## src/rtl/wide_tcdm_pkg.sv

```systemverilog
// wide tcdm package: word, address and request types shared by the wide port subsystem
package wide_tcdm_pkg;

  // one 32-bit data word of a lane or a bank
  typedef logic [31:0] word_t;

  // byte enable of one word
  typedef logic [3:0] be_t;

  // byte address of a wide request
  typedef logic [31:0] addr_t;

  // row address inside a bank, only the low BANK_AW bits reach the array
  typedef logic [31:0] waddr_t;

  // command shared by all lanes
  // wen high means read, as on tcdm
  typedef struct packed {
    logic  wen;
    addr_t add;
  } wide_cmd_t;

  // per-lane write payload
  typedef struct packed {
    be_t   be;
    word_t data;
  } lane_wr_t;

  // request from one lane to one bank
  typedef struct packed {
    logic   req;
    logic   wen;
    waddr_t add;
    be_t    be;
    word_t  data;
  } bank_req_t;

  // answer of one bank
  typedef struct packed {
    logic  gnt;
    logic  r_valid;
    word_t r_data;
  } bank_rsp_t;

  // buffered command, issue marks a slot holding a pending request
  typedef struct packed {
    wide_cmd_t cmd;
    logic      issue;
  } wide_req_t;

endpackage

```

## src/rtl/wide_port_router.sv

```systemverilog
// wide port router: splits the wide request into per-lane bank requests with interleaved rows
`timescale 1ns/1ns

module wide_port_router #(
  parameter int unsigned LANES    = 4,
  parameter int unsigned NB_BANKS = 8
) (
  input  logic                          clk_i,
  input  logic                          rst_ni,
  input  logic                          clear_i,
  // buffered wide request
  input  logic                          req_i,
  input  wide_tcdm_pkg::wide_cmd_t      cmd_i,
  input  wide_tcdm_pkg::lane_wr_t       lanes_i [LANES],
  output logic                          gnt_o,
  output logic                          r_valid_o,
  output wide_tcdm_pkg::word_t          r_data_o [LANES],
  // lane side towards the rotator
  output wide_tcdm_pkg::bank_req_t      lane_req_o [LANES],
  input  wide_tcdm_pkg::bank_rsp_t      lane_rsp_i [LANES],
  output logic [$clog2(NB_BANKS)-1:0]   offset_o
);

  localparam int unsigned OFF_W = $clog2(NB_BANKS);

  wide_tcdm_pkg::waddr_t row;
  logic                  gnt_q;

  // byte address layout: row | starting bank | byte in word
  assign offset_o = cmd_i.add[OFF_W+1:2];
  assign row      = wide_tcdm_pkg::waddr_t'(cmd_i.add >> (OFF_W + 2));

  for (genvar i = 0; i < LANES; i++) begin : gen_lane
    logic [OFF_W:0]        bank_sum;
    wide_tcdm_pkg::waddr_t lane_row;

    // carry out of the bank index means this lane wrapped past the last bank
    assign bank_sum = {1'b0, offset_o} + (OFF_W + 1)'(i);
    assign lane_row = bank_sum[OFF_W] ? row + 1'b1 : row;

    // command and request are common, payload is per lane
    assign lane_req_o[i] = '{
      req:  req_i,
      wen:  cmd_i.wen,
      add:  lane_row,
      be:   lanes_i[i].be,
      data: lanes_i[i].data
    };

    assign r_data_o[i] = lane_rsp_i[i].r_data;
  end

  // all lanes move together, lane 0 speaks for the whole port
  assign gnt_o = lane_rsp_i[0].gnt & req_i;

  // remember the grant so only our own response is passed on
  always_ff @(posedge clk_i or negedge rst_ni) begin
    if (!rst_ni) begin
      gnt_q <= 1'b0;
    end else if (clear_i) begin
      gnt_q <= 1'b0;
    end else begin
      gnt_q <= gnt_o;
    end
  end

  // response valid one cycle after the grant, dropped after a clear
  assign r_valid_o = lane_rsp_i[0].r_valid & gnt_q;

  // lanes map to distinct banks only if there are enough banks
  initial begin
    a_lanes_fit: assert (LANES <= NB_BANKS)
      else $fatal(1, "wide_port_router: LANES exceeds NB_BANKS");
  end

  // exactly one response pulse in the cycle after each uncleared grant
  a_rvalid_after_gnt: assert property (@(posedge clk_i) disable iff (!rst_ni)
    r_valid_o == $past(gnt_o && !clear_i));

endmodule

```

## config.mk

```make
export PLATFORM = sky130hd
export DESIGN_NAME = wide_port_router
export DESIGN_NICKNAME = d
export VERILOG_FILES = /design/src/rtl/wide_tcdm_pkg.sv /design/src/rtl/wide_port_router.sv
export SDC_FILE = /design/constraint.sdc
export NUM_CORES = 1
export LEC_CHECK = 0
export ABC_CLOCK_PERIOD_IN_PS = 2000
export BUFFER_PORTS_ARGS = -buffer_cell sky130_fd_sc_hd__clkbuf_2
export CORE_AREA = 2 2 284 286
export CTS_CLUSTER_DIAMETER = 100
export DETAILED_ROUTE_END_ITERATION = 8
export DIE_AREA = 0 0 286 288
export PLACE_DENSITY_LB_ADDON = 0.2
export SLEW_MARGIN = 20
export SYNTH_ARGS = -nofsm -noshare
export SYNTH_HDL_FRONTEND = slang
export SYNTH_SLANG_ARGS = --single-unit
```

## constraint.sdc

```tcl
create_clock -name clk_i -period 2 [get_ports clk_i]
set_clock_uncertainty 0.2 [all_clocks]
set_input_delay 0.1 -clock clk_i [delete_from_list [all_inputs] [get_ports clk_i]]
set_output_delay 0.1 -clock clk_i [all_outputs]
set_load 0.03 [all_outputs]
```

== After elaboration in Yosys (flattened, before gate mapping) ==
Cells that the tools add are included.

* Flip-flop bits (word level): 1
* Bits in latches: 0
* RAM bits: 0
* ROM bits: 0
* Input port bits: 317
* Output and inout port bits: 413
* Logic and storage cells: 11
* Memories kept: 0

* Add/sub/neg operators: 4
* Multipliers: 0
* Div/mod/pow operators: 0
* Order comparisons: 0
* Equal/unequal tests: 0
* Shift operators: 0
* Multiplexer cells: 4
* Bitwise logic cells: 2
* Reductions and logical operators: 0

{| class="wikitable"
|+ Operator list
! operator !! number
|-
| 32-bit two-way mux || 2
|-
| 27-bit by 1-bit adder with 28-bit output (second input constant) || 1
|-
| 28-bit two-way mux || 1
|-
| 3-bit by 2-bit adder with 4-bit output (second input constant) || 2
|-
| 3-bit by 1-bit adder with 4-bit output (second input constant) || 1
|-
| 1-bit AND || 2
|-
| 1-bit two-way mux || 1
|}

== Logic depth before layout (Yosys ltp) ==
* Word-level depth: 2
* Depth in mapped cells: 7
* Depth with buffers taken out: 5

== Worst setup path after synthesis ==
Ideal clock, no wire load.

* Path kind: in2out
* Start: input port cmd_i[5] in the netlist's numbering
* End: output port lane_req_o[120] in the netlist's numbering
* Data arrival time: 1.628 ns
* Setup slack: 0.072 ns
* Stages: 5
* Path buffers: 0
* Cell sequence: ha_1 > nand4_2 > nor4_1 > nand2_1 > xnor2_1

{| class="wikitable"
|+ RTL lines
! what !! line !! text
|-
| start: declaration || wide_port_router.sv:13 || <nowiki>input wide_tcdm_pkg::wide_cmd_t cmd_i,</nowiki>
|-
| end: declaration || wide_port_router.sv:19 || <nowiki>output wide_tcdm_pkg::bank_req_t lane_req_o [LANES],</nowiki>
|}

==> flow_summary.ini <==
[floorplan]
io_pins = 730
core_area_um2 = 79600
die_height_um = 288
row_count = 104
die_x_um = 286
start_util = 0.0529
die_area_um2 = 82400

[timing]
timing.final.crit_share = 0.969
slew_violations = 0
period_needed_ps = 1940
setup-violations-final = 0
max_freq_mhz = 516
rsz0062_at_grt = true
finalHoldWorstSlack_ps = 0.0116
final-hold-violation-count = 0

[drt]
routed_wl_um = 25300
routedWlPerCell_um = 16.2
ant_nets = 0
vias = 3149
drtIter0Drc = 50
viasPerCell = 2.02
drc_errors = 0
first_pass_iters = 4

[placed_design]
place_area_um2 = 4700
dp_hpwl_um = 22200
place.gp.congestion = 0.620
port_buffers = 155

[logic_synthesis]
synth-edff-count = 0
seq_area_frac_synth = 0.00594
yosysWarnings = 0
syn_area_um2 = 4220
ys_types = 29
yosysMostFrequentCell = buf_4
synth_top_cell_by_area = buf_4
synth_flop_cell = dfrtp_1
synthCells = 584
syn_avg_cell_area_um2 = 7.22
ys_ff_latch = 1
yosysTopAreaCellShare = 0.598
synth_common_cells = 336 x buf_4, 46 x xnor2_1, 39 x nand2_1
synthTopCellsByArea = buf_4 60%, xnor2_1 9.6%, xor2_1 6.6%
synthArstFlopShare = 1.00

[global_routing]
grt_pass1_wl_um = 30700
grt_max_degree = 12
antenna_found_initial = 3
grt_pass1_vias = 3250
grt_overflow_total = 0
grt_use_total = 0.0567

[worst_setup_path]
critical_path_buf_inv_count = 3
critPathLaunchType = input pin
arrival_ps = 1640
required_ps = 1700
crit_path_end_kind = output pin
cp_slowest_stage_delay_ps = 310
cp_cell_sequence = clkbuf_4, buf_4, and4_2, nand4_4, nor4_2, xor2_1, clkbuf_2
worstSetupPathType = input pin to output pin
crit_path_max_fanout = 5
cp_top_family = simple AND/OR/NAND/NOR gates
cpMaxStageDelayCell = and4_2

[final_layout]
nFillCells = 9494
multi_input_area_um2 = 1910
largest_reg_flops = 1
largestRegisters = gnt_q: 1 flops
post-route-util = 0.0657
top_register = gnt_q
seqCellArea_um2 = 25.0
drive_gt1_frac = 0.606
syn_to_final_growth_pct = 24.2
final_cell_area_um2 = 5240
fin_nets = 815

[hold_path]
hold_class = input pin to output pin

[status]
run_status = finished, final reports clean

[flow_run]
max-cap-violations = 0
-- cell type report --
type / count / area share
timing repair buffer: 252 / 0.375
inverter: 2 / 0.00143
sequential: 1 / 0.00478
multi-input combinational: 240 / 0.364
tap: 1060 / 0.253
antenna: 2 / 0.000956
-- through the flow --
stage	worst slack (ps)	setup TNS [ps]	cells
5_1_grt	-21.0	-49.5	1555
3_3_place_gp	-399	-8380	1542
2_1_floorplan	72.1	0	600
6_report	62.3	0	1557
3_5_place_dp	-369	-8340	1542
4_1_cts	-65.2	-166	1549
-- routing by layer --
layer | vias up | track usage | part of all wire
met5 | - | 0 | 0
met4 | 0 | 0.0291 | 0.057
met2 | 327 | 0.0910 | 0.45
met1 | 1382 | 0.0666 | 0.39
met3 | 118 | 0.0200 | 0.10
li1 | 1322 | - | -
-- cells in the final DEF, fill, tap and decap left out, types with 10 or more instances in the layout --
cell type / n
buf_12: 26
buf_4: 86
clkbuf_2: 116
clkbuf_4: 10
conb_1: 17
nand2_1: 37
nand3_1: 18
nand4_1: 13
nor2_1: 24
xnor2_1: 36
xor2_1: 32
-- path summary, 6_finish.rpt --
kind	from	endpoint	slack (ps)	cells after the start
min in group asynchronous	rst_ni	gnt_q	220	2
min	lanes_i[99]	lane_req_o[167]	0.01	0
max in group asynchronous	rst_ni	gnt_q	1290	2
max	cmd_i[14]	lane_req_o[198]	60	7
-- logic make-up after synthesis --
family	Yosys count	share of synthesized area
fa+ha+maj	1	0.00297
xor+xnor	78	0.162
other cells	1	0.000890
buf+inv	359	0.625
flops	1	0.00594
compound gates	2	0.00297
simple gates	142	0.200
-- repair_timing --
action / CTS / global route
resized for setup: 56 / 41
hold endpoints to repair: 1 / 0
hold buffers: 1 / 0
pin swaps: 13 / 12
buffers inserted: 6 / 6
endpoints found under the setup margin: 54 / 27
