==> src/rtl/wide_tcdm_pkg.sv <==
// wide tcdm package: word, address and request types shared by the wide port subsystem
package wide_tcdm_pkg;

  // one 32-bit data word of a lane or a bank
  typedef logic [31:0] word_t;

  // byte enable of one word
  typedef logic [3:0] be_t;

  // byte address of a wide request
  typedef logic [31:0] addr_t;

  // row address inside a bank, only the low BANK_AW bits reach the array
  typedef logic [31:0] waddr_t;

  // command shared by all lanes
  // wen high means read, as on tcdm
  typedef struct packed {
    logic  wen;
    addr_t add;
  } wide_cmd_t;

  // per-lane write payload
  typedef struct packed {
    be_t   be;
    word_t data;
  } lane_wr_t;

  // request from one lane to one bank
  typedef struct packed {
    logic   req;
    logic   wen;
    waddr_t add;
    be_t    be;
    word_t  data;
  } bank_req_t;

  // answer of one bank
  typedef struct packed {
    logic  gnt;
    logic  r_valid;
    word_t r_data;
  } bank_rsp_t;

  // buffered command, issue marks a slot holding a pending request
  typedef struct packed {
    wide_cmd_t cmd;
    logic      issue;
  } wide_req_t;

endpackage

==> src/rtl/bank_rotate.sv <==
// bank rotator: maps lane i onto bank (offset + i) mod NB_BANKS and routes responses back
`timescale 1ns/1ns

module bank_rotate #(
  parameter int unsigned LANES    = 4,
  parameter int unsigned NB_BANKS = 8
) (
  input  logic                          clk_i,
  input  logic                          rst_ni,
  input  logic                          clear_i,
  input  logic [$clog2(NB_BANKS)-1:0]   offset_i,
  // lane side
  input  wide_tcdm_pkg::bank_req_t      lane_req_i [LANES],
  output wide_tcdm_pkg::bank_rsp_t      lane_rsp_o [LANES],
  // bank side
  output wide_tcdm_pkg::bank_req_t      bank_req_o [NB_BANKS],
  input  wide_tcdm_pkg::bank_rsp_t      bank_rsp_i [NB_BANKS]
);

  localparam int unsigned OFF_W = $clog2(NB_BANKS);

  logic [OFF_W-1:0]    offset_q;
  logic [NB_BANKS-1:0] bank_req_v;

  // forward rotation, banks without a lane stay idle
  always_comb begin
    logic [OFF_W-1:0] idx;
    for (int b = 0; b < NB_BANKS; b++) begin
      bank_req_o[b] = '0;
    end
    for (int i = 0; i < LANES; i++) begin
      // modulo comes from truncation to the bank index width
      idx = offset_i + OFF_W'(i);
      bank_req_o[idx] = lane_req_i[i];
    end
  end

  // offset of the request now in the banks, used when its response returns
  always_ff @(posedge clk_i or negedge rst_ni) begin
    if (!rst_ni) begin
      offset_q <= '0;
    end else if (clear_i) begin
      offset_q <= '0;
    end else if (lane_req_i[0].req) begin
      offset_q <= offset_i;
    end
  end

  // backward rotation
  always_comb begin
    logic [OFF_W-1:0] gnt_idx;
    logic [OFF_W-1:0] rsp_idx;
    for (int i = 0; i < LANES; i++) begin
      // grant arrives in the request cycle, data one cycle later
      gnt_idx = offset_i + OFF_W'(i);
      rsp_idx = offset_q + OFF_W'(i);
      lane_rsp_o[i].gnt     = bank_rsp_i[gnt_idx].gnt;
      lane_rsp_o[i].r_valid = bank_rsp_i[rsp_idx].r_valid;
      lane_rsp_o[i].r_data  = bank_rsp_i[rsp_idx].r_data;
    end
  end

  for (genvar b = 0; b < NB_BANKS; b++) begin : gen_req_v
    assign bank_req_v[b] = bank_req_o[b].req;
  end

  // no bank is ever addressed by two lanes
  a_max_bank_req: assert property (@(posedge clk_i) disable iff (!rst_ni)
    $countones(bank_req_v) == (lane_req_i[0].req ? LANES : 0));

endmodule

==> config.mk <==
export PLATFORM = sky130hd
export DESIGN_NAME = bank_rotate
export DESIGN_NICKNAME = d
export VERILOG_FILES = /design/src/rtl/wide_tcdm_pkg.sv /design/src/rtl/bank_rotate.sv
export SDC_FILE = /design/constraint.sdc
export NUM_CORES = 1
export LEC_CHECK = 0
export BUFFER_PORTS_ARGS = -buffer_cell sky130_fd_sc_hd__buf_2
export CAP_MARGIN = 20
export CORE_AREA = 8 8 484 486
export DETAILED_ROUTE_END_ITERATION = 12
export DIE_AREA = 0 0 492 494
export PLACE_DENSITY = 0.35
export SLEW_MARGIN = 20
export SYNTH_ARGS = -nofsm -noshare
export SYNTH_HDL_FRONTEND = slang
export SYNTH_SLANG_ARGS = --single-unit
==> constraint.sdc <==
create_clock -name clk_i -period 3.1 [get_ports clk_i]
set_input_delay 0.465 -clock clk_i [delete_from_list [all_inputs] [get_ports clk_i]]
set_output_delay 0.465 -clock clk_i [all_outputs]
set_load 0.005 [all_outputs]
# --- After elaboration in Yosys (flattened, before gate mapping) ---
# Cells that the tools add are included.
classes:
  addsub: 6
  order_cmp: 12
  mux: 37
  bitwise: 9
  reduce_logical: 5
op_table:
  columns: ["op", "n"]
  rows:
  - ["$bwmux W560", 3]
  - ["$demux W70 S3", 4]
  - ["$bmux W34 S3", 8]
  - ["$and A560 B560 Y560", 1]
  - ["$mux W70", 4]
  - ["$mux W34", 8]
  - ["$mux W33", 8]
  - ["$ge A4 B4 Y1 const B", 8]
  - ["$not A3 Y4", 8]
  - ["$lt A4 B1 Y1 const B", 4]
  - ["$add A3 B2 Y3 const B", 4]
  - ["$add A3 B1 Y3 const B", 2]
  - ["$mux W3", 2]
  - ["$logic_and A1 B1 Y1", 4]
  - ["$reduce_bool A2 Y1", 1]
word_totals:
  ff_bits: 3
  in_bits: 558
  out_inout_bits: 696
  word_cells: 70

# --- Longest topological paths before layout ---
# Gate-level depths: netlist (run 1).
logic_depth:
  ltp_word: 9
  ltp_mapped: 11
  depth_no_buf: 5

# --- Least setup slack after synthesis (run 1) ---
# Ideal clock, no wire load.
synth_path:
  path_type: "input -> output"
  startpoint: "in offset_i[0]"
  endpoint: "out bank_req_o[468] (netlist bit)"
  arrival_time_ns: 2.537
  t_required_ns: 2.635
  slack_ns: 0.098
  cell_stages: 11
  path_buffers: 6
  cell_sequence: "buf_2 -> inv_1 -> clkbuf_1 -> clkbuf_1 -> ha_1 -> buf_2 -> buf_2 -> buf_1 -> nor3b_1 -> o2bb2ai_1 -> a22o_1"
synth_lines:
  columns: ["item", "line_no", "source"]
  rows:
  - ["start: declaration", "bank_rotate.sv:11", "input logic [$clog2(NB_BANKS)-1:0] offset_i,"]
  - ["end: declaration", "bank_rotate.sv:16", "output wide_tcdm_pkg::bank_req_t bank_req_o [NB_BANKS],"]

==> flow_summary_export.csv, run 1 <==
group,metric,value,unit
status,status,"completed",
die,core_area,226000,µm²
grt,track_usage,19.7,%
sta,finalHoldViolations,0,
die,dieWidth,492,µm
clock_tree,cts.sinks,3,
routing,met3_length,28800,µm
routing,vias,37500,
yosys,synth_seq_cells,3,
cells_and_area,multi_input_area,21600,µm²
grt,grt_max_degree,141,
yosys,syn-cell-area,24000,µm²
routing,vias_per_cell,4.93,
sta,relSlewSlack,34.9,%
sta,worstMarginPinSlew,0.977,ns
routing,wl_met2,118000,µm
cells_and_area,seq_area,83.8,µm²
sta,setup_viol,0,
clock_tree,cts_buffers,3,
die,initial_utilization,10.6,%
grt,antenna_found_initial,154,
place,numPortBuffers,1253,
yosys,synth_cell_types,34,
cells_and_area,layout-drive-gt1-share,43.1,%
setup_path,cp.arrival,2.63,ns
routing,met1_length,95900,µm
cells_and_area,top_register,"offset_q",
routing,antenna_left,0,
sta,rsz0062_at_grt,"no",
clock_tree,cts-root-buf,"clkbuf_16",
grt,grt_pass1_wl,340000,µm
routing,wire_per_inst,34.0,µm
cells_and_area,largest_register_ffs,3,
sta,clock_skew,0,ns
setup_path,critPathRequiredTime,2.63,ns
cells_and_area,nets,5102,
yosys,synth_ff_type,"dfrtp_1",
setup_path,endpoint_kind,"primary output",
sta,final_max_slew_viol_count,0,
power_and_ir_drop,p_leak,14.8,nW
flow_run,max_cap_violations,0,
sta,min_period_over_period,99.8,%
grt,grt_pass1_vias,36400,
cells_and_area,fill_cells,26200,
setup_path,path_max_fanout,24,
routing,drt-initial-drc-count,3732,
routing,drt_first_pass_iters,6,
sta,period_needed,3.09,ns
power_and_ir_drop,ir_drop,0.132,mV
setup_path,criticalPathCategory,"in -> out",
sta,fmax,323,MHz
die,boundaryPins,1254,
yosys,synth_edf_count,0,
die,placementRows,175,
sta,holdWs,0.0385,ns
yosys,ys_seq_area_share,0.313,%
cells_and_area,top_regs,"offset_q (3)",
die,floorplan.die_area,243000,µm²
die,die_y,494,µm
yosys,syn_nets,4018,
power_and_ir_drop,p_total,9.01,mW
place,place.gp.congestion,0.967,
clock_tree,htree_levels,1,
routing,top_layer,"met5",
grt,grt.overflow.total,0,
yosys,yosysWarnings,0,
power_and_ir_drop,power_density,247,nW/µm²
clock_tree,cts_tree,"yes",
routing,route.detailed.drc,0,
clock_tree,cts_max_path_buffers,2,
yosys,postSynthAreaPerCell,6.95,µm²
place,dpl.hpwl,214000,µm
hold_path,hold_class,"in -> async",
setup_path,cp-start-kind,"input port",
clock_tree,path_clk_slew,0.03,ns
clock_tree,clk_latency,0.22,ns
cells_and_area,syn_to_final_growth,52.2,%
yosys,netlist_instances,3452,
yosys,async_flop_share,100,%
routing,wirelength,259000,µm
metrics by stage:
| stage | setup WS (ns) | instances | utilization (%) | setup TNS [ns] | cell area (µm²) |
|---|---|---|---|---|---|
| floorplan | 0.0979 | 3452 | - | 0 | 24000 |
| global placement | -0.253 | 7529 | 15.9 | -10.44 | 36000 |
| detailed placement | -0.245 | 7529 | 15.9 | -14.64 | 36000 |
| CTS | 0.00909 | 7544 | 16.1 | 0 | 36400 |
| global route | 0.00205 | 7573 | 16.1 | 0 | 36400 |
| finish | 0.00686 | 7604 | 16.1 | 0 | 36500 |
synth_stat cells, types with 2 or more instances:
library cell | n | share of area (%)
nand2_1 | 521 | 8.2
a22o_1 | 489 | 18
a21oi_1 | 280 | 5.8
o22ai_1 | 279 | 7.3
clkbuf_1 | 255 | 4.0
nor2_1 | 249 | 3.9
mux4_2 | 166 | 16
o2bb2ai_1 | 141 | 5.1
o32ai_1 | 140 | 5.1
mux2_2 | 138 | 6.5
buf_2 | 123 | 2.6
buf_1 | 112 | 1.8
inv_1 | 75 | 1.2
nand2b_1 | 72 | 1.9
nor2b_1 | 71 | 1.9
a2bb2oi_1 | 70 | 2.6
nand3_1 | 70 | 1.5
nand3b_1 | 70 | 2.2
nor3b_1 | 70 | 2.2
buf_6 | 19 | 0.89
buf_4 | 11 | 0.34
ha_1 | 8 | 0.42
mux2i_1 | 5 | 0.21
dfrtp_1 | 3 | 0.31
mux4_1 | 3 | 0.33
nor3_2 | 2 | 0.083
xnor2_1 | 2 | 0.073
xor2_2 | 2 | 0.14
repair_timing:
action                                  CTS  global route
gates resized for setup                  26             5
buffers inserted                          9             0
gates cloned                              2             0
pin swaps                                 4             2
endpoints found under the setup margin  263            15
hold buffers                              0             0
worst paths after layout:
path	cells after the start	from	slack (ns)	to
setup / recovery	10	offset_i[1]	0.007	bank_req_o[304]
hold / removal	1	rst_ni	0.04	offset_q[2]
setup reg to reg	3	offset_q[2]	1.78	offset_q[2]
hold reg to reg	3	offset_q[0]	1.04	offset_q[0]
max in group asynchronous	1	rst_ni	2.93	offset_q[0]
min in group clk_i	2	clear_i	0.43	offset_q[2]
placed cells by master, fill, tap and decap left out, drive strengths merged, types with 71 or more instances in the layout:
| master | synthesis | routed |
|---|---|---|
| nor2 | 249 | 249 |
| buf | 265 | 1597 |
| o2bb2ai | 141 | 141 |
| nand2 | 521 | 521 |
| inv | 75 | 75 |
| a22o | 489 | 489 |
| mux2 | 138 | 138 |
| o22ai | 279 | 279 |
| o32ai | 140 | 140 |
| nand2b | 72 | 72 |
| a21oi | 280 | 280 |
| nor2b | 71 | 71 |
| mux4 | 169 | 169 |
cell families after synthesis:
logic type	synth area share [%]
AO/OA/AOI/OAI	43.9
AND/OR/NAND/NOR	21.7
buffers and inverters	10.7
multiplexers	22.6
adder cells (fa/ha/maj)	0.417
XOR/XNOR	0.360
flip-flops	0.313
routing by layer:
metal | GRT usage [%] | up-vias
met5 | 0 | -
met4 | 9.14 | 116
met3 | 7.83 | 564
met2 | 32.7 | 2500
met1 | 22.3 | 18700
li1 | - | 15700
cell type report:
| cell class | instances | share of cell area, % |
|---|---|---|
| Multi-Input combinational cell | 2854 | 59.3 |
| Timing Repair Buffer | 1599 | 28.8 |
| Tap cell | 3009 | 10.3 |
| Inverter | 75 | 0.791 |
| Antenna cell | 60 | 0.411 |
| Sequential cell | 3 | 0.230 |
| Clock buffer | 4 | 0.216 |
worst max-delay path: stages:
cell and delay (ns):
buf_4 0.15, buf_12 0.14, ha_2 0.24, xor2_4 0.24, buf_12 0.19, buf_12 0.20, buf_4 0.15, o32ai_1 0.46
a22o_1 0.22, buf_2 0.12
power breakdown:
| part | leakage, nW | switching (mW) | total (mW) | internal (mW) |
|---|---|---|---|---|
| combinational | 14.7 | 5.24 | 8.76 | 3.52 |
| sequential | 0.0351 | 0.00537 | 0.0482 | 0.0428 |
| clock | 0.0385 | 0.0346 | 0.204 | 0.170 |
| total | 14.8 | 5.28 | 9.01 | 3.73 |
(Power assumes the default switching activity.)
==> run 2: changes to the inputs <==
--- a/config.mk
+++ b/config.mk
@@ -10,6 +10,7 @@
 export CORE_AREA = 8 8 484 486
 export DETAILED_ROUTE_END_ITERATION = 12
 export DIE_AREA = 0 0 492 494
+export MAX_ROUTING_LAYER = met4
 export PLACE_DENSITY = 0.35
 export SLEW_MARGIN = 20
 export SYNTH_ARGS = -nofsm -noshare
==> run 2 against run 1 <==
Effect of this change:
- critical path depth stayed put
- die area unchanged
- sequential share of layout area hardly changed
- largest cell class unchanged
==> flow_summary_export.csv, run 2 (synthesis results as in run 1) <==
group,metric,value,unit
setup_path,crit_path_cell_trace,"buf_4, buf_12, inv_2, buf_4, ha_4, buf_16, a21oi_1, o22ai_1, a22o_1, buf_2",
setup_path,path_max_fanout,39,
die,boundaryPins,1254,
hold_path,hold_class,"in -> async",
setup_path,path_delay_family,"compound AO/OA/AOI/OAI gates",
place,dp.cells,7540,
cells_and_area,layout-drive-gt1-share,43.4,%
sta,finalHoldViolations,0,
routing,drt_first_pass_iters,6,
routing,wirelength,258000,µm
setup_path,endpoint_kind,"primary output",
sta,clock_skew,0,ns
sta,setup-tns-final,0,ns
sta,worstMarginPinSlew,0.915,ns
place,dpl.hpwl,213000,µm
routing,antenna_left,0,
cells_and_area,final_area,36900,µm²
sta,rsz0062_at_grt,"no",
cells_and_area,layout_commonest_cell,"buf_2",
power_and_ir_drop,p_leak,14.9,nW
setup_path,criticalPathCategory,"in -> out",
cells_and_area,top_register,"offset_q",
routing,vias_per_cell,4.86,
routing,vias,37400,
clock_tree,cts_buffers,3,
clock_tree,clk_latency,0.22,ns
routing,drt-initial-drc-count,3952,
grt,grt_max_degree,121,
die,core_area,226000,µm²
flow_run,max_cap_violations,0,
setup_path,cp.arrival,2.60,ns
place,place.gp.congestion,0.995,
cells_and_area,fin_util,16.3,%
grt,grt_pass1_vias,35700,
die,dieWidth,492,µm
power_and_ir_drop,ir_drop,0.133,mV
cells_and_area,nets,5125,
sta,min_period_over_period,99.0,%
clock_tree,cts_max_path_buffers,2,
clock_tree,cts-root-buf,"clkbuf_16",
cells_and_area,finalNonFillerCells,7679,
cells_and_area,layout_common_cells,"buf_2 (1235), nand2_1 (520), a22o_1 (485)",
setup_path,path_common_cell,"buf_4",
die,die_y,494,µm
setup_path,slowest_delay,0.53,ns
cells_and_area,syn_to_final_growth,53.9,%
clock_tree,cts.sinks,3,
sta,final_max_slew_viol_count,0,
place,place_ws,-0.360,ns
sta,period_needed,3.07,ns
setup_path,worst-path-buf-inv,6,
sta,holdWs,0.0458,ns
place,dpl_cell_area,36100,µm²
status,status,"completed",
setup_path,critPathRequiredTime,2.63,ns
sta,relSlewSlack,39.0,%
routing,wire_per_inst,33.6,µm
routing,route.detailed.drc,0,
sta,setup_ws,0.0315,ns
cells_and_area,fill_cells,26100,
clock_tree,hold_buffers,0,
die,placementRows,175,
die,floorplan.die_area,243000,µm²
die,initial_utilization,10.6,%
clock_tree,cts_tree,"yes",
cells_and_area,largest_register_ffs,3,
power_and_ir_drop,power_density,245,nW/µm²
power_and_ir_drop,p_total,9.04,mW
grt,grt_pass1_wl,337000,µm
cells_and_area,top_regs,"offset_q (3)",
sta,setup_viol,0,
grt,grt.overflow.total,0,
clock_tree,path_clk_slew,0.03,ns
grt,track_usage,20.1,%
clock_tree,htree_levels,1,
place,numPortBuffers,1253,
setup_path,cp-start-kind,"input port",
grt,antenna_found_initial,149,
setup_path,cp_slowest_cell,"o22ai_1",
sta,fmax,326,MHz
==> run 2: cell types whose count changed in the layout (fill, tap and decap cells not counted), moves of 3 or more <==
cell,change
a22o_1,+3
buf_4,+24
buf_6,-3
clkbuf_16,+4
diode_2,+52
o22ai_1,-5
o22ai_2,+5
==> run 2: area by class of cell <==
type                       instances  area (µm²)  area share [%]
multi-input combinational       2854       21700            58.7
sequential                         3        83.8           0.227
antenna                          112         280           0.759
tap                             3009        3760            10.2
clock buffer                       4        78.8           0.214
timing repair buffer            1622       10800            29.1
inverter                          75         289           0.783
==> run 2: power breakdown <==
part / switching (mW) / internal [mW] / total, mW
registers: 0.00560 / 0.0428 / 0.0484
clock network: 0.0360 / 0.170 / 0.206
logic: 5.25 / 3.54 / 8.79
total: 5.29 / 3.75 / 9.04
==> run 2: path summary, 6_finish.rpt <==
check                       startpoint               to  slack, ns  depth (start not counted)
max reg2reg                offset_q[1]      offset_q[1]       1.65                          3
min in group clk_i             clear_i      offset_q[2]       0.44                          2
min reg2reg                offset_q[2]      offset_q[2]       1.04                          3
max                        offset_i[1]  bank_req_o[498]       0.03                         10
min                             rst_ni      offset_q[1]       0.05                          1
max in group asynchronous       rst_ni      offset_q[0]       2.93                          1
==> run 2: routing by layer <==
metal / vias to the layer above / global-route usage (%) / routed length (µm)
met2: 2453 / 32.8 / 119000
met4: 0 / 7.94 / 13600
li1: 15800 / - / -
met3: 415 / 6.67 / 27700
met5: - / - / 0
met1: 18700 / 22.9 / 97700
==> run 2: timing repair <==
item / CTS / global route
setup buffers: 8 / 11
endpoints found under the setup margin: 407 / 37
gates cloned: 0 / 4
pin swaps: 6 / 2
resized for setup: 18 / 18
