--- src/rtl/wide_tcdm_pkg.sv ---
// wide tcdm package: word, address and request types shared by the wide port subsystem
package wide_tcdm_pkg;

  // one 32-bit data word of a lane or a bank
  typedef logic [31:0] word_t;

  // byte enable of one word
  typedef logic [3:0] be_t;

  // byte address of a wide request
  typedef logic [31:0] addr_t;

  // row address inside a bank, only the low BANK_AW bits reach the array
  typedef logic [31:0] waddr_t;

  // command shared by all lanes
  // wen high means read, as on tcdm
  typedef struct packed {
    logic  wen;
    addr_t add;
  } wide_cmd_t;

  // per-lane write payload
  typedef struct packed {
    be_t   be;
    word_t data;
  } lane_wr_t;

  // request from one lane to one bank
  typedef struct packed {
    logic   req;
    logic   wen;
    waddr_t add;
    be_t    be;
    word_t  data;
  } bank_req_t;

  // answer of one bank
  typedef struct packed {
    logic  gnt;
    logic  r_valid;
    word_t r_data;
  } bank_rsp_t;

  // buffered command, issue marks a slot holding a pending request
  typedef struct packed {
    wide_cmd_t cmd;
    logic      issue;
  } wide_req_t;

endpackage

--- src/rtl/req_buffer.sv ---
// request buffer: optional circular FIFO decoupling the wide request port from the banks
`timescale 1ns/1ns

module req_buffer #(
  parameter int unsigned FIFO_DEPTH = 2,
  parameter int unsigned LANES      = 4
) (
  input  logic                        clk_i,
  input  logic                        rst_ni,
  input  logic                        clear_i,
  // initiator side
  input  logic                        req_i,
  input  wide_tcdm_pkg::wide_cmd_t    cmd_i,
  input  wide_tcdm_pkg::lane_wr_t     lanes_i [LANES],
  output logic                        gnt_o,
  // bank side
  output logic                        req_o,
  output wide_tcdm_pkg::wide_cmd_t    cmd_o,
  output wide_tcdm_pkg::lane_wr_t     lanes_o [LANES],
  input  logic                        gnt_i,
  // response path
  input  logic                        r_valid_i,
  input  wide_tcdm_pkg::word_t        r_data_i [LANES],
  output logic                        r_valid_o,
  output wide_tcdm_pkg::word_t        r_data_o [LANES]
);

  // responses are already in request order, no storage needed
  assign r_valid_o = r_valid_i;
  assign r_data_o  = r_data_i;

  if (FIFO_DEPTH == 0) begin : gen_bypass
    // plain wires, the port sees the banks directly
    assign req_o   = req_i;
    assign cmd_o   = cmd_i;
    assign lanes_o = lanes_i;
    assign gnt_o   = gnt_i;
  end else begin : gen_fifo
    localparam int unsigned PTR_W = (FIFO_DEPTH > 1) ? $clog2(FIFO_DEPTH) : 1;
    localparam int unsigned CNT_W = $clog2(FIFO_DEPTH + 1);

    wide_tcdm_pkg::wide_req_t item_q  [FIFO_DEPTH];
    wide_tcdm_pkg::lane_wr_t  lanes_q [FIFO_DEPTH][LANES];
    logic [PTR_W-1:0]         wptr_q;
    logic [PTR_W-1:0]         rptr_q;
    logic [CNT_W-1:0]         count_q;
    logic                     full;
    logic                     push;
    logic                     pop;

    assign full  = (count_q == CNT_W'(FIFO_DEPTH));
    // accept whenever a slot is free
    assign gnt_o = req_i & ~full;
    assign push  = gnt_o;

    // head slot drives the bank side
    assign req_o   = item_q[rptr_q].issue;
    assign cmd_o   = item_q[rptr_q].cmd;
    assign lanes_o = lanes_q[rptr_q];
    assign pop     = req_o & gnt_i;

    always_ff @(posedge clk_i or negedge rst_ni) begin
      if (!rst_ni) begin
        wptr_q  <= '0;
        rptr_q  <= '0;
        count_q <= '0;
        for (int k = 0; k < FIFO_DEPTH; k++) begin
          item_q[k] <= '0;
        end
      end else if (clear_i) begin
        wptr_q  <= '0;
        rptr_q  <= '0;
        count_q <= '0;
        for (int k = 0; k < FIFO_DEPTH; k++) begin
          item_q[k] <= '0;
        end
      end else begin
        if (push) begin
          item_q[wptr_q] <= '{cmd: cmd_i, issue: 1'b1};
          wptr_q <= (wptr_q == PTR_W'(FIFO_DEPTH - 1)) ? '0 : wptr_q + 1'b1;
        end
        // push and pop never hit the same slot, push needs a free one
        if (pop) begin
          item_q[rptr_q].issue <= 1'b0;
          rptr_q <= (rptr_q == PTR_W'(FIFO_DEPTH - 1)) ? '0 : rptr_q + 1'b1;
        end
        if (push && !pop) begin
          count_q <= count_q + 1'b1;
        end else if (pop && !push) begin
          count_q <= count_q - 1'b1;
        end
      end
    end

    // lane payload, written with its command
    always_ff @(posedge clk_i) begin
      if (push) begin
        lanes_q[wptr_q] <= lanes_i;
      end
    end

    // a push never lands on a slot that still holds a pending request
    a_no_push_full: assert property (@(posedge clk_i) disable iff (!rst_ni)
      push |-> !item_q[wptr_q].issue);
  end

endmodule

--- config.mk ---
export PLATFORM = sky130hd
export DESIGN_NAME = req_buffer
export DESIGN_NICKNAME = d
export VERILOG_FILES = /design/src/rtl/wide_tcdm_pkg.sv /design/src/rtl/req_buffer.sv
export SDC_FILE = /design/constraint.sdc
export NUM_CORES = 1
export LEC_CHECK = 0
export ABC_AREA = 1
export BUFFER_PORTS_ARGS = -buffer_cell sky130_fd_sc_hd__buf_4
export CORE_AREA = 4 4 236 238
export DETAILED_ROUTE_END_ITERATION = 10
export DIE_AREA = 0 0 240 242
export GPL_TIMING_DRIVEN = 0
export SYNTH_ARGS = -nofsm -noshare
export SYNTH_HDL_FRONTEND = slang
export SYNTH_SLANG_ARGS = --single-unit
export TNS_END_PERCENT = 1
--- constraint.sdc ---
create_clock -name clk_i -period 12.1 [get_ports clk_i]
set_clock_uncertainty 0.2 [all_clocks]
set_input_delay 2.42 -clock clk_i [delete_from_list [all_inputs] [get_ports clk_i]]
set_output_delay 2.42 -clock clk_i [all_outputs]
set_load 0.05 [all_outputs]
# --- Yosys cells after proc, flatten, opt, wreduce, memory -nomap -nowiden ---
# Memory sizes are Yosys's and may differ from the RTL's.
# Cells that the tools add are included.
word_totals:
  regBits: 72
  ram_bits: 288
  inputBits: 311
  output_inout_bits: 308
  word_cells: 57
  mem_count: 1
classes:
  n_addsub: 4
  magnitude_cmp: 4
  n_eq_ne: 1
  n_mux: 24
  bitwise: 5
  reduce_logical: 9
mem_list:
  columns: ["name", "depth", "word_bits", "rd", "rd_clocked_by_memory_dff", "write_ports", "line", "rtl"]
  rows:
  - ["gen_fifo.lanes_q", 2, 144, 1, 0, 1, "req_buffer.sv:43", "wide_tcdm_pkg::lane_wr_t lanes_q [FIFO_DEPTH][LANES];"]
ops:
  columns: ["op", "n"]
  rows:
  - ["68-bit 2-to-1 mux", 4]
  - ["68-bit bitwise mux", 2]
  - ["34-bit 2-to-1 mux", 4]
  - ["34-bit demux with 1-bit select", 2]
  - ["1-bit 2-to-1 mux", 9]
  - ["2-bit 2-to-1 mux", 3]
  - ["2-bit >= comparator (second input constant)", 2]
  - ["1-bit logical AND", 4]
  - ["2-bit by 1-bit less-than comparator with 1-bit output (second input constant)", 2]
  - ["1-bit inverter with 2-bit output", 2]
  - ["2-bit nonzero test", 2]
  - ["3-bit nonzero test", 1]
  - ["1-bit adder (second input constant)", 2]
  - ["2-bit by 1-bit adder with 2-bit output (second input constant)", 1]
  - ["1-bit bitwise AND", 2]
  - ["2-bit equality test (second input constant)", 1]
  - ["1-bit logical NOT", 2]
  - ["2-bit by 1-bit subtractor with 2-bit output (second input constant)", 1]
  - ["1-bit inverter", 1]

# --- Longest topological paths before layout ---
# Gate-level depths: netlist of run 1.
logic_depth:
  depth_word: 11
  depth_mapped: 9
  ltp_nobuf: 8

# --- Worst setup path after synthesis of run 1 ---
# No wires, ideal clock.
synth_timing:
  kind: "input port to flip-flop"
  startpoint: "in req_i"
  endpoint: "mem gen_fifo.lanes_q[1][0] in the netlist's numbering, enable pin"
  setup_time_ns: 0.498
  arrival_ns: 5.645
  required_ns: 11.402
  path_slack_ns: 5.757
  path_stages: 5
  path_buffers: 1
  cell_sequence: "nand2_4 > inv_4 > nand2_4 > buf_6 > inv_1"
synth_via:
  elab_chain_len: 3
synth_lines:
  columns: ["item", "line", "rtl"]
  rows:
  - ["from (decl)", "req_buffer.sv:12", "input logic req_i,"]
  - ["1-bit bitwise AND", "req_buffer.sv:53", "assign gnt_o = req_i & ~full;"]
  - ["net gnt_o", "req_buffer.sv:15", "output logic gnt_o,"]
  - ["1-bit 2-to-1 mux", "req_buffer.sv:97", "if (push) begin"]
  - ["1-bit 2-to-1 mux (implied by the code)", "req_buffer.sv:98", "lanes_q[wptr_q] <= lanes_i;"]
  - ["to (decl)", "req_buffer.sv:43", null]
# The timed path passes the listed nets, and every way through them passes these cells.

# --- Worst setup path in the final report of run 1 ---
layout_timing:
  startpoint: "in req_i"
  endpoint: "out gnt_o"
layout_via:
  elab_chain_len: 1
layout_lines:
  columns: ["item", "line"]
  rows:
  - ["1-bit bitwise AND", "req_buffer.sv:53"]
  - ["to (decl)", "req_buffer.sv:15"]
# No other way between the ends.

==> results.sh, run 1 <==
export IMPL_die_h_um=242
export IMPL_dr_pass1_iters=4
export IMPL_syn2layout_area_growth_pct=41.12
export IMPL_rsz0062_at_grt="false"
export IMPL_numPortBuffers=489
export IMPL_fin_crit_ns=5.537
export IMPL_dp_hpwl_um=43190
export IMPL_gp_congestion=0.9065
export IMPL_syn_inst=1252
export IMPL_remaining_drc_errors=0
export IMPL_worstPathRequired_ns=9.48
export IMPL_timing_hold_ws_ns=0.3228
export IMPL_path_max_fanout=4
export IMPL_leakagePower_uw=0.009218
export IMPL_fmax_mhz=180.6
export IMPL_antenna_found_initial=3
export IMPL_synth_seq_cells=360
export IMPL_hold_violations=0
export IMPL_hold_path_class="flop to flop"
export IMPL_ant_nets=0
export IMPL_drive_gt1_frac=0.4086
export IMPL_num_rows=85
export IMPL_synth_top_area_share=0.5897
export IMPL_finalWirelength_um=56260
export IMPL_clk_latency_ns=0.56
export IMPL_pin_count=619
export IMPL_ir_drop_uv=126.3
export IMPL_crit_path_end_kind="output port"
export IMPL_synth_compound_area_frac=0.03984
export IMPL_grt_use_total=0.1846
export IMPL_finalCritPeriodShare=0.4576
export IMPL_cts_tree="done"
export IMPL_die_area_um2=58080
export IMPL_cts_hold_fix_buffers=0
export IMPL_status="complete, no violations"
export IMPL_place_ws_ns=6.566
export IMPL_core_um2=53600
export IMPL_cp_start_kind="input pin"
export IMPL_drt_initial_drc_count=698
export IMPL_max_slew_margin=0.3464
export IMPL_avgSynthCellArea_um2=11.71
export IMPL_total_power_uw=4132
export IMPL_power_density_nw_per_um2=199.6
export IMPL_layout_cells_non_filler=2518
export IMPL_synth_mux_area_frac=0
export IMPL_cp_cell_sequence="buf_4 > nand2_4 > inv_4 > buf_4"
export IMPL_multi_input_area_um2=2760
export IMPL_crit_top_cell="buf_4"
export IMPL_finalNetCount=2102
export IMPL_cap_violations=0
export IMPL_die_x_um=240
export IMPL_fin_setup_tns_ns=0
export IMPL_seqCellArea_um2=10450
export IMPL_cts_setup_buffers=0
export IMPL_critical_path_arrival_ns=2.92
export IMPL_worstMarginPinSlew_ns=0.9780
export IMPL_drv_slew=0
export IMPL_yosysTopAreaCell="edfxtp_1"
export IMPL_cpMaxStageDelayCell="buf_4"
export IMPL_synthXorXnorAreaFrac=0.0005972
export IMPL_numCtsBuffers=42
export IMPL_synth_adder_area_share=0
export IMPL_initial_core_util=0.2736
export IMPL_ys_seq_area_frac=0.7125
export IMPL_grt_pass1_wl_um=78810
export IMPL_vias_per_cell=4.413
export IMPL_clk_pin_slew_ns=0.06
export IMPL_clock_path_buffers=3
export IMPL_root_buffer="clkbuf_16"
export IMPL_yosys_area_share_simple=0.1478
export IMPL_synth_top_family_by_area="simple AND/OR/NAND/NOR gates"
export IMPL_cts_resized=0
export IMPL_ys_types=25
export IMPL_grt_ovfl_total=0
export IMPL_grt_pass1_vias=11710
export IMPL_yosys_top_cells_area="edfxtp_1 59%, nand2_1 13%, dfrtp_1 12%, buf_4 7.1%, o21ai_0 1.6%"
export IMPL_cts_sinks=360
export IMPL_fin_ws_ns=6.563
export IMPL_vias=11110
export IMPL_critPathMaxStageDelay_ns=0.23
export IMPL_syn_cell_area_um2=14670
export IMPL_h_tree_depth=2
export IMPL_place_inst=2443
export IMPL_grt_max_degree=101
export IMPL_critPathKind="input pin to output port"
export IMPL_nFillCells=5246
export IMPL_ys_warn_count=0
export IMPL_setup_viol=0
export IMPL_wl_per_cell_um=22.34
export IMPL_syn_nets=1563
[registers in the layout, summed over array words and instances (netlist names)]
register	cells
gen_fifo.wptr_q	1
gen_fifo.lanes_q	288
gen_fifo.rptr_q	1
gen_fifo.count_q	2
gen_fifo.item_q	68
[synth_stat cells (all sizes together)]
master  instances
o21ai          68
buf           177
dfrtp          72
clkbuf         12
edfxtp        288
o22ai          33
a21oi           3
nor2            3
nor3            1
xnor2           1
nand4           2
nand2         513
inv            42
nand3          37
[worst paths after layout]
path                                      from                 endpoint  slack (ns)  cells after the start
setup / recovery                         req_i                    gnt_o        6.56                      4
hold / removal             gen_fifo.item_q[26]      gen_fifo.item_q[26]        0.32                      2
setup reg to reg           gen_fifo.count_q[0]  gen_fifo.lanes_q[0][34]        9.53                      7
hold reg to reg            gen_fifo.item_q[26]      gen_fifo.item_q[26]        0.32                      2
max in group asynchronous               rst_ni      gen_fifo.item_q[27]        9.28                      1
min in group asynchronous               rst_ni      gen_fifo.item_q[41]        1.80                      1
[report_power, final]
part	total [uW]	leakage (uW)	switching (uW)	internal, uW
combinational	1350	0.00491	984	367
clock	1230	0.000646	507	727
sequential	1550	0.00366	37.4	1510
total	4130	0.00922	1530	2600
[per-layer routing]
metal | global-route usage | share of wire | wire length, um | vias up
met2 | 0.3153 | 0.49 | 27410 | 503
met3 | 0.06944 | 0.097 | 5442 | 97
met1 | 0.1972 | 0.36 | 20000 | 5376
met5 | 0 | 0.00041 | 23 | -
li1 | - | - | - | 5133
met4 | 0.09846 | 0.060 | 3377 | 4
[critical path: cells and delay by family]
kind | cells | cell delay [ns]
simple gates | 1 | 0.07
buf+inv | 3 | 0.42
[cell families (layout without fill, tap and decap cells)]
| logic type | count (synthesis) | after routing |
|---|---|---|
| buffers and inverters | 231 | 800 |
| other | 0 | 1 |
| AO/OA/AOI/OAI | 104 | 104 |
| XOR/XNOR | 1 | 1 |
| flip-flops | 360 | 360 |
| AND/OR/NAND/NOR | 556 | 556 |
[cell usage in the layout, fill, tap and decap left out, types with 20 or more instances in the layout]
master     count
edfxtp_1     288
nand3_1       37
inv_1         37
nand2_1      509
o22ai_1       33
buf_4        628
buf_2         31
clkbuf_16     42
clkbuf_1      20
dfrtp_1       72
o21ai_0       46
[metrics by stage]
step	util	area (um2)
floorplan	-	14670
global placement	0.3584	19210
detailed placement	0.3610	19350
CTS	0.3861	20690
global route	0.3861	20700
finish	0.3861	20700
[area by class of cell]
type,instances,share of cell area
diodes,1,0.0001209
plain buffers,189,0.06263
clock buffers,56,0.05477
clock inverters,18,0.01016
inverters,42,0.008101
multi-input cells,661,0.1334
flip-flops and latches,360,0.5049
well taps,696,0.04207
repair buffers,495,0.1839
No activity file was read; power rests on OpenSTA's default activity.
==> run 2, diff against run 1 <==
ABC_AREA = 0   (was 1)
clock period = 5.8 ns   (was 12.1 ns; I/O delays follow)
==> run 2 against run 1 <==
  * Flip-flop and latch count is the same
  * Global-route usage shrank 3.6 points
  * First-iteration DRC count grew 4.7%
  * Clock-buffer cell count shrank 1
  * Hold slack gained 0.0099 ns
  * Synthesized cell count shrank 22%
  * Cell count shrank 11%
  * Register-to-register slack lost 6.8 ns
  * Non-clock buffer count grew 19
  * Die area is the same
  * Total power grew 95%
==> results.sh, run 2 <==
export IMPL_status="complete, no violations"
export IMPL_timing_hold_ws_ns=0.3327
export IMPL_reg2reg_slack_ns=2.76
export IMPL_yosysTopAreaCell="edfxtp_1"
export IMPL_vias_per_cell=4.631
export IMPL_gp_congestion=0.8432
export IMPL_syn_inst=974
export IMPL_yosys_area_share_simple=0.03520
export IMPL_leakagePower_uw=0.008674
export IMPL_vias=10400
export IMPL_syn_nets=1285
export IMPL_ir_drop_uv=227.4
export IMPL_initial_core_util=0.2845
export IMPL_yosys_top_cells_area="edfxtp_1 57%, mux2_2 13%, dfrtp_1 12%, buf_4 6.5%, o31ai_1 3.3%"
export IMPL_wl_per_cell_um=20.71
export IMPL_max_slew_margin=0.3643
export IMPL_finalNetCount=1827
export IMPL_cp_cell_sequence="buf_6 > clkbuf_1 > buf_2 > mux2_2 > buf_4"
export IMPL_worst_r2r_endpoint="gen_fifo.lanes_q[0][131]"
export IMPL_fin_crit_ns=4.135
export IMPL_reg_top3="gen_fifo.lanes_q (288), gen_fifo.item_q (68), gen_fifo.count_q (2)"
export IMPL_layout_common_cells="620 x buf_4, 288 x edfxtp_1, 177 x mux2_2"
export IMPL_finalWirelength_um=46490
export IMPL_cpMaxStageDelayCell="clkbuf_1"
export IMPL_avgSynthCellArea_um2=15.65
export IMPL_power_density_nw_per_um2=376.8
export IMPL_synth_edf_count=288
export IMPL_grt_pass1_wl_um=66410
export IMPL_cts_sinks=360
export IMPL_fin_ws_ns=1.665
export IMPL_hold_start="gen_fifo.item_q[42]"
export IMPL_ys_types=35
export IMPL_ys_seq_area_frac=0.6854
export IMPL_path_max_fanout=10
export IMPL_synth_main_ff_cell="edfxtp_1"
export IMPL_dp_hpwl_um=33880
export IMPL_grt_pass1_vias=10670
export IMPL_h_tree_depth=2
export IMPL_fmax_mhz=241.8
export IMPL_num_rows=85
export IMPL_hold_path_class="flop to flop"
export IMPL_clock_path_buffers=3
export IMPL_synthTopCellsByCount="288 x edfxtp_1, 177 x mux2_2, 132 x buf_4"
export IMPL_grt_ovfl_total=0
export IMPL_critPathMaxStageDelay_ns=0.69
export IMPL_largest_register_ffs=288
export IMPL_whs_endpoint="gen_fifo.item_q[42]"
export IMPL_grt_max_degree=95
export IMPL_post_synth_top_count_cell="edfxtp_1"
export IMPL_drt_initial_drc_count=731
export IMPL_synthXorXnorAreaFrac=0
export IMPL_synth_seq_cells=360
export IMPL_root_buffer="clkbuf_16"
export IMPL_critPathKind="flop to output port"
export IMPL_cts_tree="done"
export IMPL_largest_register="gen_fifo.lanes_q"
export IMPL_worstMarginPinSlew_ns=0.9535
export IMPL_synthArstFlopShare=0.2000
export IMPL_place_ws_ns=1.938
export IMPL_clk_latency_ns=0.55
export IMPL_timing_rr_start="gen_fifo.wptr_q"
export IMPL_setup_viol=0
export IMPL_remaining_drc_errors=0
export IMPL_drive_gt1_frac=0.5904
export IMPL_die_h_um=242
export IMPL_ant_nets=0
export IMPL_rsz0062_at_grt="false"
export IMPL_syn2layout_area_growth_pct=40.21
export IMPL_numPortBuffers=488
export IMPL_syn_cell_area_um2=15250
export IMPL_clk_pin_slew_ns=0.06
export IMPL_synth_compound_area_frac=0.05933
export IMPL_antenna_found_initial=6
export IMPL_cap_violations=0
export IMPL_final_common_cell="buf_4"
export IMPL_nFillCells=5020
export IMPL_synth_mux_area_frac=0.1329
export IMPL_hold_depth=2
export IMPL_synth_adder_area_share=0
export IMPL_core_um2=53600
export IMPL_reg2regPathDepth=6
export IMPL_synth_top_family_by_area="multiplexers"
export IMPL_cp_start_kind="flop"
export IMPL_cts_setup_buffers=0
export IMPL_crit_path_end_kind="output port"
export IMPL_dr_pass1_iters=6
export IMPL_die_area_um2=58080
export IMPL_synth_top_area_share=0.5672
export IMPL_grt_use_total=0.1488
export IMPL_ys_warn_count=0
export IMPL_cts_hold_fix_buffers=0
export IMPL_worstPathRequired_ns=4.44
export IMPL_pin_count=619
export IMPL_critical_path_arrival_ns=2.78
export IMPL_finalCritPeriodShare=0.7129
export IMPL_drv_slew=0
export IMPL_numCtsBuffers=41
export IMPL_cts_resized=0
export IMPL_hold_violations=0
export IMPL_die_x_um=240
## run 2: cell types whose count changed after synthesis, moves of 36 or more
cell | before | now
nand2_1 | 509 | 1
nand3_1 | 37 | 1
o31ai_1 | 0 | 67
nand4_1 | 2 | 66
o21ai_0 | 46 | 1
a21oi_1 | 3 | 67
inv_1 | 38 | 1
mux2_2 | 0 | 177
## run 2: critical path: cells and delay by family (launching register included)
family                 cells  cell delay (ns)
buffers and inverters      4             1.48
muxes                      1             0.38
DFF                        1             0.33
## run 2: layer usage
metal  wire [um]  track usage  vias to the layer above
li1            -            -                     4711
met1       17080       0.1723                     5086
met2       23640       0.2605                      513
met3        4407      0.04702                       80
met4        1331      0.04889                        6
met5          38            0                        -
## run 2: worst max-delay path by stage
stage	startpoint	to	slack [ns]	cells after the start
4_1_cts	gen_fifo.rptr_q	lanes_o[54]	1.49	5
2_1_floorplan	req_i	gen_fifo.lanes_q[1][0]	0.13	4
3_3_place_gp	req_i	gen_fifo.lanes_q[1][123]	-2.66	5
3_5_place_dp	req_i	gnt_o	1.94	7
6_report	gen_fifo.rptr_q	lanes_o[54]	1.66	5
5_1_grt	gen_fifo.rptr_q	lanes_o[48]	1.44	5
## run 2: report_power, final
| part | internal, uW | switching, uW | total [uW] |
|---|---|---|---|
| combinational | 745 | 1580 | 2320 |
| clock | 1510 | 1050 | 2560 |
| sequential | 3100 | 68.7 | 3170 |
## run 2: cell families (layout without fill, tap and decap cells)
logic type / after synthesis / in the layout
muxes: 179 / 179
and+or+nand+nor: 84 / 84
other: 0 / 1
AOI/OAI and AO/OA: 143 / 143
buffers and inverters: 208 / 782
DFF: 360 / 360
## run 2: cell type report
cell class / instances / area [um2] / share of cell area
diodes: 1 / 2.502 / 0.0001171
repair buffers: 499 / 3904 / 0.1826
multi-input cells: 406 / 3478 / 0.1627
clock buffers: 55 / 1130 / 0.05285
plain buffers: 204 / 1315 / 0.06151
clock inverters: 20 / 205.2 / 0.009599
well taps: 696 / 870.8 / 0.04074
flip-flops and latches: 360 / 10450 / 0.4888
inverters: 4 / 22.52 / 0.001053
## run 2: per-stage QoR
| stage | setup TNS, ns | power, uW | instances | cell area (um2) | utilization |
|---|---|---|---|---|---|
| 6_report | 0 | 8056 | 2245 | 21380 | 0.3988 |
| 3_3_place_gp | -626.52 | 5548 | 2158 | 19790 | 0.3693 |
| 3_5_place_dp | 0 | 5560 | 2169 | 20040 | 0.3739 |
| 4_1_cts | 0 | 8168 | 2244 | 21380 | 0.3988 |
| 2_1_floorplan | 0 | 4766 | 974 | 15260 | - |
| 5_1_grt | 0 | 8382 | 2245 | 21380 | 0.3988 |
==> run 3, diff against run 2 <==
ABC_AREA = 1   (was 0)
CORE_AREA = 4 4 240 242   (was 4 4 236 238)
DIE_AREA = 0 0 244 246   (was 0 0 240 242)
clock period = 4.06 ns   (was 5.8 ns; I/O delays follow)
==> run 3 against run 2 <==
  * Register-to-register slack worse by 1.2 ns
  * Wire length up 25%
  * Non-clock buffer count down 16
  * Die area up 3.3%
  * Critical path depth up 2
  * Cell count up 15%
  * Via count up 6.4%
  * Clock-buffer cell count down 5
  * Setup slack worse by 1.1 ns
  * Cell area down 3.3%
  * Combinational power up 74%
  * Largest power group unchanged
==> results.sh, run 3 (same netlist as run 1, synthesis figures left out) <==
export IMPL_die_x_um=244
export IMPL_worstPathRequired_ns=3.05
export IMPL_ant_nets=0
export IMPL_h_tree_depth=2
export IMPL_fin_util=0.3752
export IMPL_cts_sinks=360
export IMPL_core_um2=55090
export IMPL_numCtsBuffers=41
export IMPL_drv_slew=0
export IMPL_hold_violations=0
export IMPL_grt_util_met1=0.1932
export IMPL_reg2reg_slack_ns=1.60
export IMPL_ir_drop_uv=419.4
export IMPL_critPathKind="flop to output port"
export IMPL_remaining_drc_errors=0
export IMPL_wl_per_cell_um=22.52
export IMPL_cts_hold_fix_buffers=0
export IMPL_crit_path_end_kind="output port"
export IMPL_dp_hpwl_um=45990
export IMPL_grt_use_total=0.1835
export IMPL_gp_congestion=1.035
export IMPL_worstMarginPinSlew_ns=0.9658
export IMPL_power_density_nw_per_um2=578.7
export IMPL_setup_viol=0
export IMPL_swShare=0.3751
export IMPL_reg2regPathDepth=10
export IMPL_drive_gt1_frac=0.4104
export IMPL_clock_path_buffers=3
export IMPL_finalNetCount=2104
export IMPL_timing_hold_ws_ns=0.2265
export IMPL_leakagePower_uw=0.009177
export IMPL_cts_resized=0
export IMPL_hold_path_class="input pin to asynchronous set/reset pin"
export IMPL_drt_initial_drc_count=674
export IMPL_reg_top3="gen_fifo.lanes_q (288), gen_fifo.item_q (68), gen_fifo.count_q (2)"
export IMPL_largest_register="gen_fifo.lanes_q"
export IMPL_grt_max_degree=73
export IMPL_clk_latency_ns=0.53
export IMPL_critical_path_arrival_ns=2.48
export IMPL_layout_common_cells="628 x buf_4, 509 x nand2_1, 288 x edfxtp_1"
export IMPL_vias=11060
export IMPL_clk_pin_slew_ns=0.06
export IMPL_switchingPower_uw=4487
export IMPL_worst_r2r_endpoint="gen_fifo.lanes_q[1][120]"
export IMPL_path_max_fanout=10
export IMPL_root_buffer="clkbuf_16"
export IMPL_cap_violations=0
export IMPL_grtUsageMet2=0.3258
export IMPL_p_seq_frac=0.385
export IMPL_place_inst=2498
export IMPL_p_int_uw=7475
export IMPL_num_rows=86
export IMPL_dr_pass1_iters=5
export IMPL_vias_per_cell=4.296
export IMPL_max_slew_margin=0.3561
export IMPL_die_h_um=246
export IMPL_final_common_cell="buf_4"
export IMPL_initial_core_util=0.2662
export IMPL_rsz0062_at_grt="false"
export IMPL_gr_max_usage_layer="met2"
export IMPL_finalWirelength_um=58000
export IMPL_cts_tree="done"
export IMPL_die_area_um2=60020
export IMPL_use_met3=0.07575
export IMPL_layout_cells_non_filler=2575
export IMPL_grt_pass1_wl_um=79880
export IMPL_syn2layout_area_growth_pct=40.93
export IMPL_grt_pass1_vias=11230
export IMPL_timing_rr_start="gen_fifo.count_q[0]"
export IMPL_grt_ovfl_total=0
export IMPL_p_clk_frac=0.277
export IMPL_finalCritPeriodShare=0.8608
export IMPL_nFillCells=5415
export IMPL_fmax_mhz=286.1
export IMPL_numPortBuffers=489
export IMPL_total_power_uw=11960
export IMPL_pin_count=619
export IMPL_fin_crit_ns=3.495
export IMPL_status="complete, no violations"
export IMPL_largest_register_ffs=288
export IMPL_antenna_found_initial=7
export IMPL_cp_start_kind="flop"
export IMPL_cts_setup_buffers=0
export IMPL_pwr_share_comb=0.338
## run 3: cell count changes in the layout (fill, tap and decap cells not counted), sizes merged, moves of 22 or more
cell    previous run  this run
o22ai              0        33
a21oi             67         3
nand4             66         2
o31ai             67         0
clkbuf            84        62
inv                4        43
nand3              1        37
mux2             177         0
o21ai              1        68
nand2              1       513
## run 3: per-layer routing
metal	share of wire	vias to the layer above	wire, um
met5	0.00086	-	50
met4	0.045	8	2582
met3	0.10	86	6021
met2	0.51	504	29360
met1	0.34	5329	19980
li1	-	5136	-
## run 3: layout make-up
class | instances | area (um2) | share of cell area
buffer | 189 | 1296 | 0.06271
timing repair buffer | 498 | 3859 | 0.1867
clock buffer | 50 | 1070 | 0.05176
multi-input combinational | 661 | 2760 | 0.1335
inverter | 42 | 163.9 | 0.007930
antenna | 2 | 5.005 | 0.0002421
sequential | 360 | 10450 | 0.5056
clock inverter | 25 | 130.1 | 0.006295
tap | 748 | 935.9 | 0.04528
## run 3: how the worst max path moves through the flow
stage	from	cells after the start	slack (ns)	to
final	gen_fifo.rptr_q	7	0.57	lanes_o[134]
after global routing	gen_fifo.rptr_q	7	0.38	lanes_o[134]
after CTS	gen_fifo.rptr_q	7	0.40	lanes_o[134]
after detailed placement	gen_fifo.rptr_q	7	1.01	lanes_o[134]
after global placement	req_i	7	-2.01	gen_fifo.item_q[49]
after floorplan	req_i	6	0.08	gen_fifo.item_q[67]
## run 3: power by group through the flow
stage | registers, uW | clock network (uW) | logic (uW)
2_1_floorplan | 4680 | 0 | 2560
3_3_place_gp | 4720 | 0 | 4010
3_5_place_dp | 4680 | 0 | 4100
4_1_cts | 4600 | 3440 | 4110
5_1_grt | 4630 | 3590 | 4280
6_report | 4600 | 3320 | 4040
## run 3: worst max-delay path, cell delays in order (launching register included)
cell	delay, ns
dfrtp_1	0.35
clkbuf_2	0.18
inv_1	0.14
buf_2	0.35
buf_2	0.44
nand2_1	0.09
nand2_1	0.15
buf_4	0.23
## run 3: per-stage QoR
stage / area (um2) / TNS (ns) / setup WS (ns)
after detailed placement: 19460 / 0 / 1.010
after global placement: 19280 / -475.24 / -2.009
final: 20670 / 0 / 0.5652
after floorplan: 14670 / 0 / 0.07546
after global routing: 20670 / 0 / 0.3755
after CTS: 20660 / 0 / 0.3983
